**src/hdl/resultStage.sv**
```systemverilog
`timescale 1ns/1ps

module resultStage #(
    parameter int DMEM_ADDR_WIDTH = 6
)(
    input  logic        CLK,
    input  logic [31:0] aluResult,
    input  logic [31:0] storeData,
    input  logic        memWrite,
    input  logic        resultSrc,
    output logic [31:0] result
);

    localparam int DMEM_DEPTH = 2 ** DMEM_ADDR_WIDTH;

    logic [31:0]                dmem [DMEM_DEPTH];
    logic [DMEM_ADDR_WIDTH-1:0] wordAddr;
    logic [31:0]                readData;

    // word access only, byte offset ignored
    assign wordAddr = aluResult[DMEM_ADDR_WIDTH+1:2];

    // stores land on the clock edge
    always_ff @(posedge CLK) begin
        if (memWrite) begin
            dmem[wordAddr] <= storeData;
        end
    end

    // loads read through without a clock
    assign readData = dmem[wordAddr];

    // writeback select
    assign result = resultSrc ? readData : aluResult;

endmodule

```
**config.mk**
```make
export PLATFORM = sky130hd
export DESIGN_NAME = resultStage
export DESIGN_NICKNAME = d
export VERILOG_FILES = /design/src/hdl/resultStage.sv
export SDC_FILE = /design/constraint.sdc
export NUM_CORES = 2
export LEC_CHECK = 0
export ABC_AREA = 1
export BUFFER_PORTS_ARGS = -buffer_cell sky130_fd_sc_hd__buf_2
export CELL_PAD_IN_SITES_DETAIL_PLACEMENT = 1
export CELL_PAD_IN_SITES_GLOBAL_PLACEMENT = 1
export CORE_ASPECT_RATIO = 0.6
export CORE_UTILIZATION = 50
export DETAILED_ROUTE_END_ITERATION = 10
export GPL_TIMING_DRIVEN = 0
export PLACE_DENSITY = 0.76
export SYNTH_ARGS = -nofsm -noshare
export SYNTH_HDL_FRONTEND = slang
export SYNTH_SLANG_ARGS = --single-unit
```
**constraint.sdc**
```tcl
create_clock -name CLK -period 6.4 [get_ports CLK]
set_input_delay 0.64 -clock CLK [delete_from_list [all_inputs] [get_ports CLK]]
set_output_delay 0.64 -clock CLK [all_outputs]
set_load 0.01 [all_outputs]
```
==> reports/results.ini <==
[status]
outcome=complete, no violations

[global_routing]
globalRouteOverflowTotal=0
grt_max_degree=65
grt_pass1_vias=65200
antenna_found_initial=33
grt_first_pass_wirelength_um=467000
gr-usage-all-layers_pct=37.9

[route]
viasPerCell=5.89
vias=66700
drt_wl_total_um=334000
ant_nets=0
drc=0
wl_per_cell_um=29.5
first_iter_violations=10700
dr.pass1.iters=6

[logic_synthesis]
synthFlopType=edfxtp_1
synth_area_leaders=edfxtp_1 (71%), nand2_1 (25%), buf_2 (0.80%), clkbuf_1 (0.74%), nor2_1 (0.64%)
yosysWarnings=0
synth_area_leader_cell=edfxtp_1
netlist.area_leader.share_pct=71.1
synth_edf_count=2048
synthAdderAreaFrac_pct=0
synth_fp_nets=8580
synth_compound_area_share_pct=0.202
synthCells=8513
synthSimpleGateAreaFrac_pct=25.8
synthMuxAreaShare_pct=0
syn-cell-area_sq_um=86600
synth.avg_cell_area_sq_um=10.2
netlist_top_cells_count=nand2_1 (5665), edfxtp_1 (2048), clkbuf_1 (171), nor2_1 (147), buf_2 (138)
synth-xor-area-share_pct=0
ys_seq_area_share_pct=71.1
synth_top_family_by_area=simple AND/OR/NAND/NOR gates
yosysMostFrequentCell=nand2_1
async_flop_share_pct=0
synthDistinctLibCells=22
ys_seq_elements=2048

[setup_path]
cp_max_fo=10
startpoint=aluResult[4]
criticalPathCategory=in -> out
crit_path_end_kind=output port
start_kind=input pin
cp.arrival_ps=4500
cp.required_ps=5760
worstSetupEndpoint=result[3]

[floorplanning]
die-area_sq_um=175000
fp.coreArea_sq_um=171000
die_h_um=324
rows=117
die_x_um=539
initial_core_util_pct=50.7
pin_count=99

[clock_tree]
cts_root_buf=clkbuf_16
clock_sinks=2048
clk_pin_slew_worst_paths_ps=60
ctsHoldBuffers=2
clock_path_buffers=4
cts_tree=done
cts_resized=0
htreeDepth=4
cts_buffers=198
cts_setup_buffers=0

[timing]
slew_headroom_pct=1.15
worstMarginPinSlew_ps=1480
layout_worst_path_cycle_share_pct=80.3
setup_violations=0
rsz0062_at_grt=no
setup_tns_ps=0
hold_viol=0
drv_slew=0
max_freq_mhz=195
fin_crit_ps=5140

[cells_and_area]
finalNetCount=8976
fill_cells=18400
regArea_sq_um=61500
max_flop_register=dmem
drive_gt1_share_pct=8.61
fin_util_pct=57.7
area_growth_pct=13.8
multi_input_area_sq_um=23000
largest_register_ffs=2048
largest_registers=dmem (2048)

[place]
io_buffers=95
hpwl_um=231000
globalplace.congestion=0.966

[power]
cellPowerDensity_nw_per_um2=291
p_leak_uw=0.0411
max-vdd-ir-drop_mv=0.278
p_total_uw=28600

[run]
maxCapViolations=0

[min_path]
min_path_type=in -> reg

worst max-delay path, cell delays in order:
cell      delay, ps
buf_2           110
buf_2           460
clkbuf_1       1130
clkbuf_1        830
nand2_1         140
nand2_1         110
nand2_1          80
nand2_1         250
nor2_1          210
nand3_1         120
nand2_1         160
inv_1           100
buf_2           130
worst min-delay path by stage:
| stage | endpoint | start | cells past startpoint | slack [ps] |
|---|---|---|---|---|
| after CTS | dmem[39][27] | storeData[27] | 1 | 150 |
| after global placement | dmem[11][31] | storeData[31] | 1 | 1450 |
| after global routing | dmem[39][27] | storeData[27] | 1 | 160 |
| after detailed placement | dmem[35][22] | storeData[22] | 1 | 870 |
| after floorplan | dmem[0][0] | storeData[0] | 0 | 740 |
| final | dmem[34][27] | storeData[27] | 1 | 190 |
metal layers:
layer  part of all wire, %  track usage, %
met5                0.0069               0
met4                   4.1            14.1
met3                    13            9.16
met2                    41            54.0
met1                    41            56.4
layout make-up:
class	count	area share [%]
timing repair buffer	196	2.58
tap	2261	2.87
antenna	11	0.0280
clock inverter	107	0.803
buffer	425	2.21
multi-input combinational	5939	23.3
sequential	2048	62.4
clock buffer	245	5.32
inverter	101	0.385
kinds of logic after synthesis:
| logic type | after synthesis |
|---|---|
| and+or+nand+nor | 5905 |
| AOI/OAI and AO/OA | 34 |
| buffers and inverters | 526 |
| DFF | 2048 |
through the flow:
step	std cells	worst slack, ps	hold slack (ps)	instance area [sq um]
2_1_floorplan	8513	1440	739	86600
3_5_place_dp	11000	1560	874	92400
6_report	11300	1260	189	98500
3_3_place_gp	10900	-3710	1450	89900
5_1_grt	11300	1390	162	98500
4_1_cts	11300	1550	154	98400
report_power, final:
group	internal, uW	total, uW	switching, uW
sequential	14800	14900	23.8
clock	6260	11500	5230
combinational	491	2280	1790
layout by cell type (no fill, tap or decap), drive strengths merged:
cell,synthesis,routed
diode,0,11
o21ai,12,12
nor2,147,147
edfxtp,2048,2048
nand3,57,57
or2,29,29
a21oi,20,20
dlygate4sd3,0,2
nor3,4,4
clkinv,2,89
clkbuf,171,416
buf,254,448
nand4,1,1
inv,99,101
o211ai,2,2
nor4,2,2
clkinvlp,0,6
bufinv,0,12
nand2,5665,5665
(Power assumes the default switching activity.)
