<file path="config.mk">
export PLATFORM = sky130hd
export DESIGN_NAME = regFile
export DESIGN_NICKNAME = d
export VERILOG_FILES = /design/src/hdl/regFile.sv
export SDC_FILE = /design/constraint.sdc
export NUM_CORES = 2
export LEC_CHECK = 0
export BUFFER_PORTS_ARGS = -buffer_cell sky130_fd_sc_hd__buf_4
export CAP_MARGIN = 25
export CORE_MARGIN = 2
export CORE_UTILIZATION = 46
export DETAILED_ROUTE_END_ITERATION = 10
export PLACE_DENSITY = 0.67
export RECOVER_POWER = 100
export SYNTH_ARGS = -nofsm -noshare
export SYNTH_HDL_FRONTEND = slang
export SYNTH_SLANG_ARGS = --single-unit
</file>
<file path="constraint.sdc">
create_clock -name CLK -period 1.9 [get_ports CLK]
set_clock_uncertainty 0.05 [all_clocks]
set_input_delay 0.19 -clock CLK [delete_from_list [all_inputs] [get_ports CLK]]
set_output_delay 0.19 -clock CLK [all_outputs]
set_load 0.005 [all_outputs]
</file>
<file path="src/hdl/regFile.sv">
`timescale 1ns/1ps

module regFile (
    input  logic        CLK,
    input  logic        rstN,
    input  logic [4:0]  rs1,
    input  logic [4:0]  rs2,
    input  logic [4:0]  rd,
    input  logic        regWrite,
    input  logic [31:0] writeData,
    output logic [31:0] rd1,
    output logic [31:0] rd2,
    output logic [31:0] a0
);

    localparam logic [4:0] A0_INDEX = 5'd10;

    logic [31:0] regs [32];

    // x0 stays zero since it is cleared in reset and never written
    always_ff @(posedge CLK or negedge rstN) begin
        if (!rstN) begin
            for (int i = 0; i < 32; i++) begin
                regs[i] <= '0;
            end
        end else if (regWrite && rd != 5'd0) begin
            regs[rd] <= writeData;
        end
    end

    // combinational read ports
    assign rd1 = regs[rs1];
    assign rd2 = regs[rs2];

    // a0 tap
    assign a0 = regs[A0_INDEX];

endmodule

</file>
==> results_dict.tcl <==
set metrics [dict create \
    setup_viol 98 \
    netlist_area_um2 56180 \
    path_cells "mux2i_1 > a22o_1 > nor3_4 > a31oi_4 > nand3_2 > buf_6" \
    cts_buffer_depth 3 \
    synthesis.instances 4633 \
    first_pass_iters 7 \
    slowest_delay_ns 0.39 \
    port_buffers 145 \
    dp_hpwl_um 118800 \
    gp_congestion 0.8944 \
    drtIter0Drc 3921 \
    synth_cell_type_count 28 \
    ant_nets 0 \
    viasPerCell 6.228 \
    die-width_um 353.5 \
    synth_top_family_by_area "multiplexers" \
    setup_tns_ns -25.78 \
    power_density_nw_per_um2 991.0 \
    io_pins 146 \
    cpMaxStageDelayCell "dfrtp_1" \
    leakage_uw 0.03133 \
    crit_arrival_ns 2.15 \
    grt_pass1_vias 41530 \
    cts_inserted_buffers 110 \
    period_minus_slack_ns 2.395 \
    rsz0062_at_grt "yes" \
    crit_path_end_kind "output pin" \
    cts_root_buf "clkbuf_16" \
    routed_wl_um 186500 \
    nets 4922 \
    drive_above_1_share_pct 37.02 \
    violations "capacitance limit, slew limit, setup timing" \
    fmax_ghz 0.4175 \
    avgSynthCellArea_um2 12.13 \
    grt_max_degree 113 \
    drcViolationCount 0 \
    relSlewSlack_pct -13.44 \
    slew_violations 177 \
    wl_per_cell_um 28.30 \
    std_cell_rows 128 \
    htreeDepth 3 \
    tightest_slew_ns 1.702 \
    max_cap_viol_count 2 \
    initial_core_util_pct 46.22 \
    num_vias 41040 \
    outcome "finished with violations" \
    grt_usage_pct 29.33 \
    r2r_start "a0[9]" \
    synth_adder_area_share_pct 0 \
    syn-num-nets 4683 \
    critPathLaunchType "flop" \
    min_path_type "in -> async" \
    max-vdd-ir-drop_uv 1001 \
    yosysSeqAreaShare_pct 45.61 \
    period_share_pct 126.0 \
    cp_max_fo 3 \
    clk_pin_slew_ns 0.06 \
    fin_hold_ws_ns 0.1153 \
    required_ns 1.66 \
    synth_compound_area_share_pct 6.984 \
    dp_cells 6357 \
    ys_seq_elements 1024 \
    fp.dieH_um 353.5 \
    timing.final.ws_setup_ns -0.4949 \
    cts.sinks 1024 \
    dieArea_um2 124900 \
    syn_to_final_growth_pct 17.72 \
    finalHoldViolCount 0 \
    worstSkewPairLatency_ns 0.72 \
    grt-ovfl-total 0 \
    cts_tree "built" \
    synthMuxAreaShare_pct 38.13 \
    antenna_found_initial 4 \
    reg2reg_slack_ns 0.86 \
    r2r_cells 2 \
    reg2reg_to "a0[9]" \
    grt_pass1_wl_um 276600 \
    synthSimpleGateAreaFrac_pct 4.376 \
    synth.yosys.warnings 0 \
    worst-setup-path-type "reg -> out" \
    design.core.area_um2 121600 \
    layout.cells.non_filler 6590 \
    synth_xor_area_share_pct 0 \
]
==> worst max-delay path by stage <==
stage | start | endpoint | slack [ns] | cells after the start
6_report | regs[896] | rd2[0] | -0.49 | 6
5_1_grt | regs[795] | rd2[27] | -0.58 | 6
4_1_cts | regs[859] | rd2[27] | -0.51 | 6
3_5_place_dp | rs2[1] | rd2[0] | -0.41 | 9
3_3_place_gp | rs2[1] | rd2[0] | -0.40 | 9
2_1_floorplan | rs1[1] | rd1[11] | 0.26 | 8
==> power by group <==
part / leakage, µW / internal [µW] / switching (µW)
sequential: 0.0131 / 26000 / 3270
combinational: 0.0163 / 7400 / 6550
clock: 0.00186 / 13100 / 9250
total: 0.0313 / 46500 / 19100
==> sequential cells by signal (all words and copies together) (netlist names) <==
name and count:
regs 992, a0 32
==> cell families after synthesis <==
kind of cell           after synthesis
flip-flops                        1024
AO/OA/AOI/OAI                      576
multiplexers                      2016
AND/OR/NAND/NOR                    512
buffers and inverters              505
==> per-layer routing <==
layer / vias up / track usage, % / routed length, µm
li1: 17540 / - / -
met1: 21380 / 39.93 / 78600
met2: 1653 / 47.22 / 86320
met3: 470 / 4.784 / 13240
met4: 0 / 10.77 / 8341
met5: - / 0 / 0
==> stage by stage <==
stage                     worst slack (ns)  total power (µW)  utilization (%)  instance area [µm²]
after floorplan                     0.2615             37790                -                56180
after global placement             -0.4033             42310            50.96                61950
after detailed placement           -0.4119             42860            50.96                61950
after CTS                          -0.5106             65760            55.17                67060
after global routing               -0.5849             68240            54.40                66130
final                              -0.4949             65540            54.41                66140
==> placed cells by master (no fill, tap or decap), drive strengths merged, types with 2 or more instances in the layout <==
cell type       n
nand2         210
nor2b           4
a31oi          64
bufinv          8
nor3b           4
a22oi         192
clkinv         27
dlygate4sd3    34
mux2i        1024
dfrtp        1024
clkbuf        290
and2            2
buf           471
diode           3
or2             3
a22o          128
nand2b          4
a21oi         192
nor3           65
clkinvlp        3
nand3b          4
nand3         194
nor2           19
mux2          992
==> final cells by class <==
| class | count | area (µm²) |
|---|---|---|
| Timing Repair Buffer | 632 | 5927 |
| Clock inverter | 39 | 440.4 |
| Multi-Input combinational cell | 3104 | 28790 |
| Fill cell | 10320 | 55420 |
| Antenna cell | 3 | 7.507 |
| Clock buffer | 163 | 3316 |
| Sequential cell | 1024 | 25620 |
| Tap cell | 1625 | 2033 |
==> worst max-delay path, delay by kind of cell, from the launching register on <==
family / cells / cell delay, ns
AO/OA/AOI/OAI: 2 / 0.45
buffers and inverters: 1 / 0.15
flip-flops: 1 / 0.39
multiplexers: 1 / 0.21
AND/OR/NAND/NOR: 2 / 0.22
==> cells in the mapped netlist <==
master	count	area, µm²
a21oi_1	192	960.9
a22o_1	128	1121
a22oi_1	192	1441
a31oi_1	64	400.4
and2_1	2	12.51
and3_1	1	6.260
and3b_1	1	8.760
buf_1	26	97.59
buf_2	111	555.5
buf_4	96	720.7
buf_6	48	540.5
clkbuf_1	224	840.8
dfrtp_1	1024	25620
mux2_1	39	439.2
mux2_2	953	10730
mux2i_1	1024	10250
nand2_1	210	788.3
nand2b_1	4	25.02
nand3_1	194	970.9
nand3b_1	4	30.03
nor2_1	3	11.26
nor2_4	16	180.2
nor2b_1	4	25.02
nor3_1	65	325.3
nor3b_1	1	7.510
nor3b_2	3	37.54
or2_2	3	18.77
or3b_4	1	11.26
==> timing repair <==
item / CTS / global route
setup buffers: 5 / 3
endpoints found under the hold margin: 2016 / 0
gates resized for setup: 202 / 29
pin swaps: 121 / 86
endpoints found under the setup margin: 64 / 64
hold buffers: 34 / 0
Power figures use the tool's default switching activity.
