===== src/hdl/riscvPkg.sv =====
package riscvPkg;

    // major opcodes
    localparam logic [6:0] OP_RTYPE  = 7'b0110011;
    localparam logic [6:0] OP_ITYPE  = 7'b0010011;
    localparam logic [6:0] OP_LOAD   = 7'b0000011;
    localparam logic [6:0] OP_STORE  = 7'b0100011;
    localparam logic [6:0] OP_BRANCH = 7'b1100011;

    // funct3 codes, arithmetic then branch and memory
    localparam logic [2:0] F3_ADD  = 3'b000;
    localparam logic [2:0] F3_SLT  = 3'b010;
    localparam logic [2:0] F3_OR   = 3'b110;
    localparam logic [2:0] F3_AND  = 3'b111;
    localparam logic [2:0] F3_BEQ  = 3'b000;
    localparam logic [2:0] F3_BNE  = 3'b001;
    localparam logic [2:0] F3_WORD = 3'b010;

    // alu operations
    localparam logic [2:0] ALU_ADD = 3'b000;
    localparam logic [2:0] ALU_SUB = 3'b001;
    localparam logic [2:0] ALU_AND = 3'b010;
    localparam logic [2:0] ALU_OR  = 3'b011;
    localparam logic [2:0] ALU_SLT = 3'b101;

    // immediate formats
    localparam logic [1:0] IMM_I = 2'b00;
    localparam logic [1:0] IMM_S = 2'b01;
    localparam logic [1:0] IMM_B = 2'b10;

    // one instruction word seen through each format
    typedef union packed {
        struct packed {
            logic [6:0]  funct7;
            logic [4:0]  rs2;
            logic [4:0]  rs1;
            logic [2:0]  funct3;
            logic [4:0]  rd;
            logic [6:0]  opcode;
        } rType;
        struct packed {
            logic [11:0] imm;
            logic [4:0]  rs1;
            logic [2:0]  funct3;
            logic [4:0]  rd;
            logic [6:0]  opcode;
        } iType;
        struct packed {
            logic [6:0]  immHi;
            logic [4:0]  rs2;
            logic [4:0]  rs1;
            logic [2:0]  funct3;
            logic [4:0]  immLo;
            logic [6:0]  opcode;
        } sType;
        struct packed {
            logic        imm12;
            logic [5:0]  imm10to5;
            logic [4:0]  rs2;
            logic [4:0]  rs1;
            logic [2:0]  funct3;
            logic [3:0]  imm4to1;
            logic        imm11;
            logic [6:0]  opcode;
        } bType;
    } instrWordU;

endpackage


===== src/hdl/decodeStage.sv =====
`timescale 1ns/1ps

module decodeStage
    import riscvPkg::*;
(
    input  instrWordU   instr,
    output logic [4:0]  rs1,
    output logic [4:0]  rs2,
    output logic [4:0]  rd,
    output logic [31:0] immExt,
    output logic [2:0]  aluCtrl,
    output logic        aluSrc,
    output logic        memWrite,
    output logic        resultSrc,
    output logic        regWrite,
    output logic        isBranch,
    output logic        branchOnNotEqual
);

    logic [1:0] immSel;
    logic [6:0] opcode;
    logic [2:0] funct3;
    logic       funct7b5;
    logic       isRType;

    // register fields sit at the same place in every format
    assign rs1      = instr.rType.rs1;
    assign rs2      = instr.rType.rs2;
    assign rd       = instr.rType.rd;
    assign opcode   = instr.rType.opcode;
    assign funct3   = instr.rType.funct3;
    assign funct7b5 = instr.rType.funct7[5];
    assign isRType  = (opcode == OP_RTYPE);

    // main decoder
    always_comb begin
        regWrite  = 1'b0;
        aluSrc    = 1'b0;
        memWrite  = 1'b0;
        resultSrc = 1'b0;
        isBranch  = 1'b0;
        immSel    = IMM_I;
        case (opcode)
            OP_RTYPE: begin
                regWrite = 1'b1;
            end
            OP_ITYPE: begin
                regWrite = 1'b1;
                aluSrc   = 1'b1;
            end
            OP_LOAD: begin
                regWrite  = 1'b1;
                aluSrc    = 1'b1;
                resultSrc = 1'b1;
            end
            OP_STORE: begin
                aluSrc   = 1'b1;
                memWrite = 1'b1;
                immSel   = IMM_S;
            end
            OP_BRANCH: begin
                isBranch = 1'b1;
                immSel   = IMM_B;
            end
            default: ;
        endcase
    end

    // beq is the fallback for any other branch funct3
    assign branchOnNotEqual = isBranch && (funct3 == F3_BNE);

    // alu decoder
    always_comb begin
        aluCtrl = ALU_ADD;
        if (isRType || opcode == OP_ITYPE) begin
            case (funct3)
                F3_ADD:  aluCtrl = (isRType && funct7b5) ? ALU_SUB : ALU_ADD;
                F3_SLT:  aluCtrl = ALU_SLT;
                F3_OR:   aluCtrl = ALU_OR;
                F3_AND:  aluCtrl = ALU_AND;
                default: aluCtrl = ALU_ADD;
            endcase
        end else if (isBranch) begin
            // compare by subtraction
            aluCtrl = ALU_SUB;
        end
    end

    // immediate extension
    always_comb begin
        case (immSel)
            IMM_S: immExt = {{20{instr.sType.immHi[6]}}, instr.sType.immHi,
                             instr.sType.immLo};
            IMM_B: immExt = {{20{instr.bType.imm12}}, instr.bType.imm11,
                             instr.bType.imm10to5, instr.bType.imm4to1, 1'b0};
            default: immExt = {{20{instr.iType.imm[11]}}, instr.iType.imm};
        endcase
    end

endmodule


===== config.mk =====
export PLATFORM = sky130hd
export DESIGN_NAME = decodeStage
export DESIGN_NICKNAME = d
export VERILOG_FILES = /design/src/hdl/riscvPkg.sv /design/src/hdl/decodeStage.sv
export SDC_FILE = /design/constraint.sdc
export NUM_CORES = 1
export LEC_CHECK = 0
export BUFFER_PORTS_ARGS = -buffer_cell sky130_fd_sc_hd__buf_2
export CAP_MARGIN = 10
export CORE_MARGIN = 2
export CORE_UTILIZATION = 28
export DETAILED_ROUTE_END_ITERATION = 8
export GPL_TIMING_DRIVEN = 0
export PLACE_DENSITY = 0.84
export SLEW_MARGIN = 20
export SYNTH_ARGS = -nofsm -noshare
export SYNTH_HDL_FRONTEND = slang
export SYNTH_SLANG_ARGS = --single-unit

===== constraint.sdc =====
create_clock -name vclk -period 2.1
set_input_delay 0.42 -clock vclk [all_inputs]
set_output_delay 0.42 -clock vclk [all_outputs]
set_load 0.05 [all_outputs]

==> flow_summary.toml <==
[global_route]
global_route.usage.total = 0.148
antenna_found_initial = 0
grt_overflow_total = 0
global_route_wire_length_before_repair_um = 2990
pin_count_of_the_biggest_net_entering_global_routing = 22
grt_pass1_vias = 671

[yosys]
post_synth_inst_count = 84
post_synth_num_cell_types = 21
post_synth.cell_area_avg_um2 = 6.96
post_syn_nets = 118
syn-cell-area_um2 = 584
synth_sequential_area_ratio = 0
synth_top_area_share = 0.527
synth_area_leaders = "buf_4 (53%), o21ai_0 (8.6%), nand2_1 (7.1%), nand4bb_4 (4.7%), ha_1 (4.3%)"
synth_warn = 0
yosysTopAreaCell = "buf_4"

[placement]
placedCellCount = 189
detailed_place.area_um2 = 1130
placement.io_buffers = 78
place_congestion = 0.708
dpl_worst_slack_ns = -0.394
detailed_place_hpwl_um = 1650

[power_and_ir_drop]
ir_drop_mv = 0.197
pwr_density_cell_nw_per_um2 = 288
switchingPower_uw = 244
post_layout_total_power_uw = 368
reg_power_frac = 0
sw_frac_of_total = 0.662
pwr-share-clk = 0
leakage_uw = 0.000684
cell_internal_pwr_uw = 124
comb_power_share = 1.000

[sta]
final.period_utilization = 1.10
finalHoldWorstSlack_ns = 1.14
finalWorstPathRequiredPeriod_ns = 2.32
setup_repair_after_global_routing_missed_its_margin = "true"
worst_pin_slew_ns = 0.314
clock.fmax_ghz = 0.432
finalHoldViolations = 0
finalSetupViolCount = 6
finalMaxSlewViolations = 0
setup_slack_ns = -0.216
slew-limit-headroom = 0.791

[finish]
layout-drive-gt1-share = 0.891
multi_input_area_um2 = 402
num-clock-buffers = 0
register_area_um2 = 0
final-instance-count-excl-fill = 192
fin_area_um2 = 1280
antennaDiodeCount = 0
finalNetCount = 201
layout.filler_cells = 178
flow.area_growth_from_synthesis_pct = 119
flops_and_latches = 0

[critical_path]
timing.critical_path.fanout_max = 5
criticalPathCategory = "in -> out"
worst_setup_path_end_kind = "primary output"
arrival_ns = 1.90
cp_data_required_time_ns = 1.68
worstSetupStartpointType = "input port"

[die]
die_x_um = 49.7
fp.dieArea_um2 = 2470
initial_utilization = 0.298
top_level_ports = 88
floorplan.core_area_um2 = 1960
dieHeight_um = 49.7
std_cell_rows = 16

[clock_tree]
postCtsHoldBufs = 0

[drt]
postRouteAntennaNets = 0
routed-via-count = 824
post-route-drc-count = 0
number_of_drc_markers_in_iteration_0 = 9
drt-vias-per-instance = 4.29
drt_first_pass_iters = 4
postRouteWirelength_um = 2120
avgRoutedWirePerCell_um = 11.0

[min_path]
hold_path.class = "in -> out"

[outcome]
run_status = "complete, but fails checks"
failed_checks = "setup timing"

[run]
maxCapViolations = 0
==> synthesized netlist by cell type <==
master and instances:
nor4b_1 1, nor2b_1 1, nor3_1 2, or3_4 1, nand2_1 11, and2_1 1
nor4b_4 1, nor2_1 2, nand4bb_4 1, clkbuf_1 1, buf_4 41, o21ai_0 10
a31oi_1 1, ha_1 2, inv_1 2, nand4bb_1 1, nand3b_1 1, nor4_1 1
or2_2 1, nand3_1 1, a21oi_1 1
==> cells in the final DEF, fill, tap and decap left out <==
cell type,synthesis,layout
buf_4,41,44
nor2_1,2,2
a21oi_2,0,1
nand2_1,11,5
nand3b_1,1,1
buf_6,0,7
clkinvlp_4,0,1
and2_2,0,1
o21ai_2,0,2
o21ai_4,0,5
or3_4,1,1
buf_2,0,67
nand4bb_4,1,1
nor4b_4,1,1
buf_8,0,2
clkbuf_16,0,2
inv_1,2,1
nand4bb_1,1,1
ha_4,0,1
nand2_4,0,3
nor2b_1,1,1
o21ai_1,0,3
nor4b_1,1,1
a31oi_1,1,1
nand2_2,0,3
clkbuf_4,0,1
nor4_4,0,1
ha_1,2,1
nor3_2,0,2
or2_2,1,1
nand3_1,1,1
==> worst max-delay path, cell delays in order <==
cell and delay, ns:
buf_6 0.09, nand4bb_4 0.22, or3_4 0.37, clkinvlp_4 0.10, ha_4 0.21, clkbuf_16 0.17, o21ai_4 0.13, buf_6 0.17
==> per-stage QoR <==
| step | setup TNS (ns) | util |
|---|---|---|
| after CTS | -1.17 | 0.641 |
| after floorplan | -2.12 | - |
| after global placement | -2.07 | 0.577 |
| final | -1.21 | 0.652 |
| after global routing | -1.47 | 0.652 |
| after detailed placement | -2.25 | 0.577 |
==> metal layers <==
layer | global-route usage | share of wire | vias to the layer above
met5 | 0 | 0 | -
met4 | 0.00926 | 0 | 0
met3 | 0.0182 | 0.087 | 0
met2 | 0.347 | 0.58 | 52
met1 | 0.128 | 0.33 | 370
li1 | - | - | 402
==> cells by family after synthesis <==
logic type | Yosys count | synth area share
and+or+nand+nor | 26 | 0.306
adders and majority gates | 2 | 0.0428
buffers and inverters | 44 | 0.546
AOI/OAI and AO/OA | 12 | 0.105
==> layout make-up <==
class | count | share of cell area
Inverter | 2 | 0.00881
Buffer | 42 | 0.260
Tap cell | 27 | 0.0264
Multi-Input combinational cell | 40 | 0.314
Timing Repair Buffer | 81 | 0.390
==> final timing paths <==
check  cells after the start       from         to  slack (ns)
max                        8   instr[2]  immExt[0]       -0.22
min                        2  instr[15]     rs1[0]        1.14
==> power by group through the flow <==
stage | registers (uW) | logic (uW) | clock network, uW
4_1_cts | 0 | 365 | 0
6_report | 0 | 368 | 0
5_1_grt | 0 | 382 | 0
2_1_floorplan | 0 | 267 | 0
3_5_place_dp | 0 | 346 | 0
3_3_place_gp | 0 | 341 | 0
==> what timing repair did <==
action / 4_1_cts / 5_1_grt
setup endpoints to repair: 8 / 9
buffers inserted: 2 / 0
pin swaps: 4 / 0
cloned: 1 / 0
endpoints found under the hold margin: 0 / 0
gates resized for setup: 30 / 7
(Power assumes the default switching activity.)
