$ cat src/hdl/riscvPkg.sv
package riscvPkg;

    // major opcodes
    localparam logic [6:0] OP_RTYPE  = 7'b0110011;
    localparam logic [6:0] OP_ITYPE  = 7'b0010011;
    localparam logic [6:0] OP_LOAD   = 7'b0000011;
    localparam logic [6:0] OP_STORE  = 7'b0100011;
    localparam logic [6:0] OP_BRANCH = 7'b1100011;

    // funct3 codes, arithmetic then branch and memory
    localparam logic [2:0] F3_ADD  = 3'b000;
    localparam logic [2:0] F3_SLT  = 3'b010;
    localparam logic [2:0] F3_OR   = 3'b110;
    localparam logic [2:0] F3_AND  = 3'b111;
    localparam logic [2:0] F3_BEQ  = 3'b000;
    localparam logic [2:0] F3_BNE  = 3'b001;
    localparam logic [2:0] F3_WORD = 3'b010;

    // alu operations
    localparam logic [2:0] ALU_ADD = 3'b000;
    localparam logic [2:0] ALU_SUB = 3'b001;
    localparam logic [2:0] ALU_AND = 3'b010;
    localparam logic [2:0] ALU_OR  = 3'b011;
    localparam logic [2:0] ALU_SLT = 3'b101;

    // immediate formats
    localparam logic [1:0] IMM_I = 2'b00;
    localparam logic [1:0] IMM_S = 2'b01;
    localparam logic [1:0] IMM_B = 2'b10;

    // one instruction word seen through each format
    typedef union packed {
        struct packed {
            logic [6:0]  funct7;
            logic [4:0]  rs2;
            logic [4:0]  rs1;
            logic [2:0]  funct3;
            logic [4:0]  rd;
            logic [6:0]  opcode;
        } rType;
        struct packed {
            logic [11:0] imm;
            logic [4:0]  rs1;
            logic [2:0]  funct3;
            logic [4:0]  rd;
            logic [6:0]  opcode;
        } iType;
        struct packed {
            logic [6:0]  immHi;
            logic [4:0]  rs2;
            logic [4:0]  rs1;
            logic [2:0]  funct3;
            logic [4:0]  immLo;
            logic [6:0]  opcode;
        } sType;
        struct packed {
            logic        imm12;
            logic [5:0]  imm10to5;
            logic [4:0]  rs2;
            logic [4:0]  rs1;
            logic [2:0]  funct3;
            logic [3:0]  imm4to1;
            logic        imm11;
            logic [6:0]  opcode;
        } bType;
    } instrWordU;

endpackage

$ cat src/hdl/fetchStage.sv
`timescale 1ns/1ps

module fetchStage
    import riscvPkg::*;
#(
    parameter int IMEM_ADDR_WIDTH = 5
)(
    input  logic                       CLK,
    input  logic                       rstN,
    input  logic                       takeBranch,
    input  logic [31:0]                pcTarget,
    input  logic                       progWe,
    input  logic [IMEM_ADDR_WIDTH-1:0] progAddr,
    input  logic [31:0]                progData,
    output logic [31:0]                pc,
    output instrWordU                  instr
);

    localparam int IMEM_DEPTH = 2 ** IMEM_ADDR_WIDTH;

    logic [31:0]                imem [IMEM_DEPTH];
    logic [31:0]                pcPlus4;
    logic [31:0]                pcNext;
    logic [IMEM_ADDR_WIDTH-1:0] fetchIndex;

    // program load port, independent of reset
    always_ff @(posedge CLK) begin
        if (progWe) begin
            imem[progAddr] <= progData;
        end
    end

    // word index, byte offset dropped
    assign fetchIndex = pc[IMEM_ADDR_WIDTH+1:2];
    assign instr      = imem[fetchIndex];

    // next pc select
    assign pcPlus4 = pc + 32'd4;
    assign pcNext  = takeBranch ? pcTarget : pcPlus4;

    always_ff @(posedge CLK or negedge rstN) begin
        if (!rstN) begin
            pc <= '0;
        end else begin
            pc <= pcNext;
        end
    end

endmodule

$ cat config.mk
export PLATFORM = sky130hd
export DESIGN_NAME = fetchStage
export DESIGN_NICKNAME = d
export VERILOG_FILES = /design/src/hdl/riscvPkg.sv /design/src/hdl/fetchStage.sv
export SDC_FILE = /design/constraint.sdc
export NUM_CORES = 1
export LEC_CHECK = 0
export BUFFER_PORTS_ARGS = -buffer_cell sky130_fd_sc_hd__buf_2
export CORE_MARGIN = 2
export CORE_UTILIZATION = 50
export DETAILED_ROUTE_END_ITERATION = 16
export GPL_ROUTABILITY_DRIVEN = 0
export PLACE_DENSITY = 0.76
export SLEW_MARGIN = 20
export SYNTH_ARGS = -nofsm -noshare
export SYNTH_HDL_FRONTEND = slang
export SYNTH_SLANG_ARGS = --single-unit
$ cat constraint.sdc
create_clock -name CLK -period 2.36 [get_ports CLK]
set_input_delay 0 -clock CLK [delete_from_list [all_inputs] [get_ports CLK]]
set_output_delay 0 -clock CLK [all_outputs]
set_load 0.02 [all_outputs]
==> flow_summary.toml, run 1 <==
[clocking]
insertion_delay_ns = 0.67
cts_tree = "built"
path_clk_slew_ns = 0.07
clock_path_buffers = 3
numClockSinks = 1056
cts_root_buffer = "clkbuf_16"
numCtsBuffers = 101
h-tree-depth = 3

[finish]
nNetsFinal = 2424
design_area_um2 = 50000
drive_above_1_share_pct = 34.0
synthToLayoutAreaGrowth_pct = 23.2
fill_cells = 5160

[die]
die_area_um2 = 83400
ios = 137
start_util_pct = 50.4
core_area_um2 = 80400
die_h_um = 289
die_w_um = 289
num_rows = 104

[critical_path]
cp.required_ns = 2.36
worstSetupStartpointType = "flop"
critical_path_class = "reg2out"
worst_ep_arrival_time_ns = 2.93
worstSetupEndpointType = "output port"
worstPathMaxFanout = 32

[logic_synthesis]
avgSynthCellArea_um2 = 21.0
synthCells = 1933
synth_flop_cell = "edfxtp_1"
async_flop_share_pct = 3.03
ys_seq_area_share_pct = 77.8
syn_nets = 2007
yosysWarnings = 0
synth-seq-cells = 1056
ys_types = 50
ys_top_cells_by_area = "edfxtp_1, mux4_2, mux2i_1"
synth_top_area_cell = "edfxtp_1"
synth-edff-count = 1024
synth_top_cell_area_share_pct = 75.8
netlist_area_um2 = 40500
synthMostInstantiatedCell = "edfxtp_1"
synth_common_cells = "edfxtp_1, mux4_2, mux2i_1"

[timing]
finalCriticalPeriod_ns = 2.93
fmax_mhz = 342
period_share_pct = 124
slew_viol_final = 0
tightestPinTransition_ns = 0.744
relSlewSlack_pct = 50.1
rsz0062_at_grt = "yes"
setup_viol = 39
setup_ws_ns = -0.568
hold_viol = 0
finClkSkew_ns = 0.0127

[placed_design]
io_buffers = 136
dpl-instance-area_um2 = 44000
place_ws_ns = 0.0589
hpwl_um = 54600

[outcome]
status = "finished with violations"
violations = "negative setup slack"

[global_route]
grt_pass1_vias = 22800
grt_max_degree = 75
grtUsageMet3_pct = 4.79
grt_busiest_layer = "met2"
gr-usage-met2_pct = 42.7
overflow = 0
grt_use_total_pct = 25.8
met1_usage_pct = 34.2
antenna_found_initial = 4
grt_pass1_wl_um = 153000

[detailed_routing]
vias = 22500
wl_um = 109000
vias_per_cell = 6.43
drc = 0
wl_per_cell_um = 31.1
dr.first_iter.drc_count = 3180
dr.pass1.iters = 6
antenna_left = 0

[pwr]
p_leak_nw = 16.3
peakVddDrop_mv = 0.567
finalPower_mw = 43.2
power.density_nw_per_um2 = 865

[min_path]
hold_class = "in2reg"

[run]
maxCapViolations = 0
-- area by class of cell --
class	instances	area (µm²)	area share, %
Sequential cell	1056	31600	63.2
Inverter	4	15.0	0.0301
Tap cell	1060	1330	2.65
Multi-Input combinational cell	764	9400	18.8
Antenna cell	1	2.50	0.00501
Clock inverter	71	711	1.42
Timing Repair Buffer	423	4310	8.63
Clock buffer	121	2620	5.25
-- through the flow --
stage,cells,TNS [ns],hold WS (ns),util [%]
finish,3500,-17.97,0.108,62.1
global route,3500,-20.01,0.114,62.1
CTS,3474,-17.16,0.0767,61.2
detailed placement,3150,0,0.0960,54.7
global placement,3150,0,0.0890,54.7
floorplan,1933,-18.02,-0.296,-
-- registers in the layout, summed over array words and instances, names as in the netlist --
register  count
pc           32
imem       1024
-- worst paths after layout --
kind,from,endpoint,slack [ns],cells past startpoint
setup / recovery,pc[2]$_DFF_PN0_,instr[16],-0.57,8
hold / removal,progAddr[1],imem[15][19]$_DFFE_PP_,0.11,4
setup reg to reg,pc[2]$_DFF_PN0_,pc[28]$_DFF_PN0_,-0.28,9
hold reg to reg,pc[20]$_DFF_PN0_,pc[20]$_DFF_PN0_,0.66,2
max in group asynchronous,rstN,pc[3]$_DFF_PN0_,1.78,4
min in group asynchronous,rstN,pc[6]$_DFF_PN0_,0.37,4
-- per-layer routing --
layer,vias up,share of wire [%]
li1,9070,-
met1,11600,35
met2,1622,49
met3,255,12
met4,6,3.9
met5,-,0.025
-- layout by cell type (no fill, tap or decap), types with 20 or more instances in the layout --
cell / count
a211oi_1: 25
a211oi_2: 39
a22o_1: 31
a22oi_1: 22
buf_12: 59
buf_2: 108
buf_4: 127
buf_6: 20
clkbuf_16: 108
clkinv_1: 25
clkinv_2: 22
dfrtp_1: 28
dlygate4sd3_1: 88
edfxtp_1: 1024
mux2i_1: 130
mux4_2: 191
nand2_1: 26
nor2_4: 33
-- worst max-delay path, cell delays in order (launching register included) --
cell and delay (ns):
dfrtp_4 0.54, buf_12 0.15, buf_8 0.12, or3b_4 0.45
buf_12 0.20, o22ai_1 0.20, a211oi_1 0.10, a21oi_1 0.27
buf_4 0.19
-- cell families (layout without fill, tap and decap cells) --
logic type	Yosys count	count (layout)	share of synthesized area [%]
AOI/OAI and AO/OA	269	269	4.72
xor gates and xnor gates	13	13	0.281
adders and majority gates	1	1	0.0309
buffers and inverters	113	619	1.17
DFF	1056	1056	77.8
muxes	324	324	13.9
other	0	1	0
and+or+nand+nor	157	157	2.06
-- repair_timing --
action	CTS	global route
endpoints found under the setup margin	32	44
pin swaps	26	43
gates cloned	7	6
buffers inserted	35	22
hold endpoints to repair	1088	0
hold buffers	90	0
resized for setup	91	97
-- power by group --
group          switching, mW  leakage [nW]  internal, mW
clock network           6.96          1.62          9.30
logic                   3.30          5.12          2.66
registers              0.178          9.59          20.8
No activity file was read; power rests on OpenSTA's default activity.
==> run 2, diff against run 1 <==
Settings changed: ABC_CLOCK_PERIOD_IN_PS set to 2360, CELL_PAD_IN_SITES_DETAIL_PLACEMENT set to 0, CELL_PAD_IN_SITES_GLOBAL_PLACEMENT set to 2, CORE_UTILIZATION 50 to 49, PLACE_DENSITY 0.76 to 0.89.
==> run 2 against run 1 <==
  * Register-to-register slack gained 0.24 ns
  * Design area shrank 0.50%
  * Clock power shrank 6%
  * Sequential power is essentially flat
  * The run still ends with negative setup slack left
  * Largest power group unchanged
  * Maximum frequency grew 2.1%
  * Routed wire length shrank 3.2%
==> flow_summary.toml, run 2 (synthesized netlist as in run 1, its figures left out) <==
[detailed_routing]
vias_per_cell = 6.30
dr.max_layer_used = "met5"
dr_wl_met2_um = 51200
wl_per_cell_um = 29.8
route.met3.wl_um = 11500
wl_um = 105000
drc = 0
antenna_left = 0
dr.first_iter.drc_count = 2636
wl_met1_um = 39600
dr.pass1.iters = 5
vias = 22300

[die]
num_rows = 105
die_area_um2 = 85100
die_w_um = 292
start_util_pct = 49.5
die_h_um = 292
ios = 137
core_area_um2 = 82000

[pwr]
finalPower_mw = 42.3
power.density_nw_per_um2 = 851
p_leak_nw = 16.3
peakVddDrop_mv = 0.645

[clocking]
numCtsBuffers = 101
numClockSinks = 1056
cts_tree = "built"
clock_path_buffers = 3
insertion_delay_ns = 0.67
cts_root_buffer = "clkbuf_16"
path_clk_slew_ns = 0.06
h-tree-depth = 3

[timing]
relSlewSlack_pct = 51.5
rsz0062_at_grt = "yes"
period_share_pct = 122
slew_viol_final = 0
hold_viol = 0
finalCriticalPeriod_ns = 2.87
fmax_mhz = 349
setup_viol = 36
tightestPinTransition_ns = 0.728
finClkSkew_ns = 0.00687
setup_ws_ns = -0.509

[run]
maxCapViolations = 0

[global_route]
grt_use_total_pct = 24.3
overflow = 0
grt_pass1_vias = 22400
antenna_found_initial = 3
grt_max_degree = 48
grt_pass1_wl_um = 150000

[critical_path]
worstSetupStartpointType = "flop"
critical_path_class = "reg2out"
worstPathMaxFanout = 8
cp.required_ns = 2.36
worst_ep_arrival_time_ns = 2.87
worstSetupEndpointType = "output port"
path_common_cell = "buf_12"
crit_slowest_cell = "dfrtp_4"
max_stage_delay_ns = 0.50
crit_chain = "buf_8 > buf_12 > buf_12 > buf_4 > mux4_2 > a22oi_1 > a21oi_1 > buf_2"

[finish]
fill_cells = 5547
drive_above_1_share_pct = 33.7
synthToLayoutAreaGrowth_pct = 22.6
top_regs = "imem (1024), pc (32)"
design_area_um2 = 49700
largest_reg_flops = 1024
largest_register = "imem"
layout_common_cells = "edfxtp_1, mux4_2, buf_4"
final_common_cell = "edfxtp_1"
layout.cells.non_filler = 3534
nNetsFinal = 2457

[min_path]
hold_class = "in2reg"

[outcome]
violations = "negative setup slack"
status = "finished with violations"

[placed_design]
placed_cells = 3180
io_buffers = 136
place_ws_ns = -0.0582
dpl-instance-area_um2 = 44100
hpwl_um = 56600
## run 2: changes by cell type in the layout (fill, tap and decap cells not counted), sizes merged, moves of 2 or more
cell,before,now
buf,328,359
bufinv,12,4
inv,9,7
clkinv,48,36
clkbuf,127,138
bufbuf,1,3
## run 2: layout make-up
cell class                 instances  area [µm²]  area share [%]
antenna                            1        2.50         0.00503
sequential                      1056       31600            63.5
clock inverter                    49         407           0.818
timing repair buffer             455        4410            8.87
inverter                           4        15.0          0.0302
multi-input combinational        765        9300            18.7
tap                             1070        1340            2.69
clock buffer                     134        2670            5.38
## run 2: per-layer routing
| metal | global-route usage (%) | vias up |
|---|---|---|
| li1 | - | 9106 |
| met1 | 33.4 | 11600 |
| met2 | 39.0 | 1388 |
| met3 | 5.74 | 195 |
| met4 | 7.56 | 4 |
| met5 | 0 | - |
## run 2: path summary, 6_finish.rpt
check / endpoint / cells after the start / slack (ns) / start
min: imem[7][11]$_DFFE_PP_ / 3 / 0.11 / progAddr[2]
max: instr[11] / 8 / -0.51 / pc[2]$_DFF_PN0_
max in group asynchronous: pc[2]$_DFF_PN0_ / 4 / 1.79 / rstN
min in group asynchronous: pc[1]$_DFFE_PN0P_ / 4 / 0.36 / rstN
max reg2reg: pc[20]$_DFF_PN0_ / 10 / -0.04 / pc[2]$_DFF_PN0_
min reg2reg: pc[28]$_DFF_PN0_ / 2 / 0.61 / pc[28]$_DFF_PN0_
## run 2: worst max-delay path: cells and delay by family (launching register included)
| family | cells | cell delay, ns |
|---|---|---|
| buffers and inverters | 5 | 0.78 |
| flip-flops | 1 | 0.50 |
| AO/OA/AOI/OAI | 2 | 0.47 |
| multiplexers | 1 | 0.43 |
## run 2: timing repair
item                                   in CTS  in global routing
endpoints found under the hold margin    1088                  0
setup endpoints to repair                  32                 43
buffers inserted                           27                 47
gates cloned                                6                  4
pin swaps                                  19                 40
hold buffers                               93                  0
resized for setup                         102                 91
## run 2: power by group
| group | internal, mW | total, mW | leakage (nW) | switching, mW |
|---|---|---|---|---|
| Combinational | 2.73 | 6.01 | 5.23 | 3.28 |
| Clock | 8.42 | 15.3 | 1.47 | 6.88 |
| Sequential | 20.8 | 21.0 | 9.59 | 0.155 |
| Total | 32.0 | 42.3 | 16.3 | 10.3 |
## run 2: stage by stage
step                hold WS, ns  util [%]  setup TNS [ns]
floorplan                -0.296         -          -18.02
global placement          0.104      53.8          -0.109
detailed placement        0.118      53.8         -0.0983
CTS                      0.0699      59.7          -14.74
global route              0.104      60.6          -16.60
finish                    0.107      60.6          -13.62
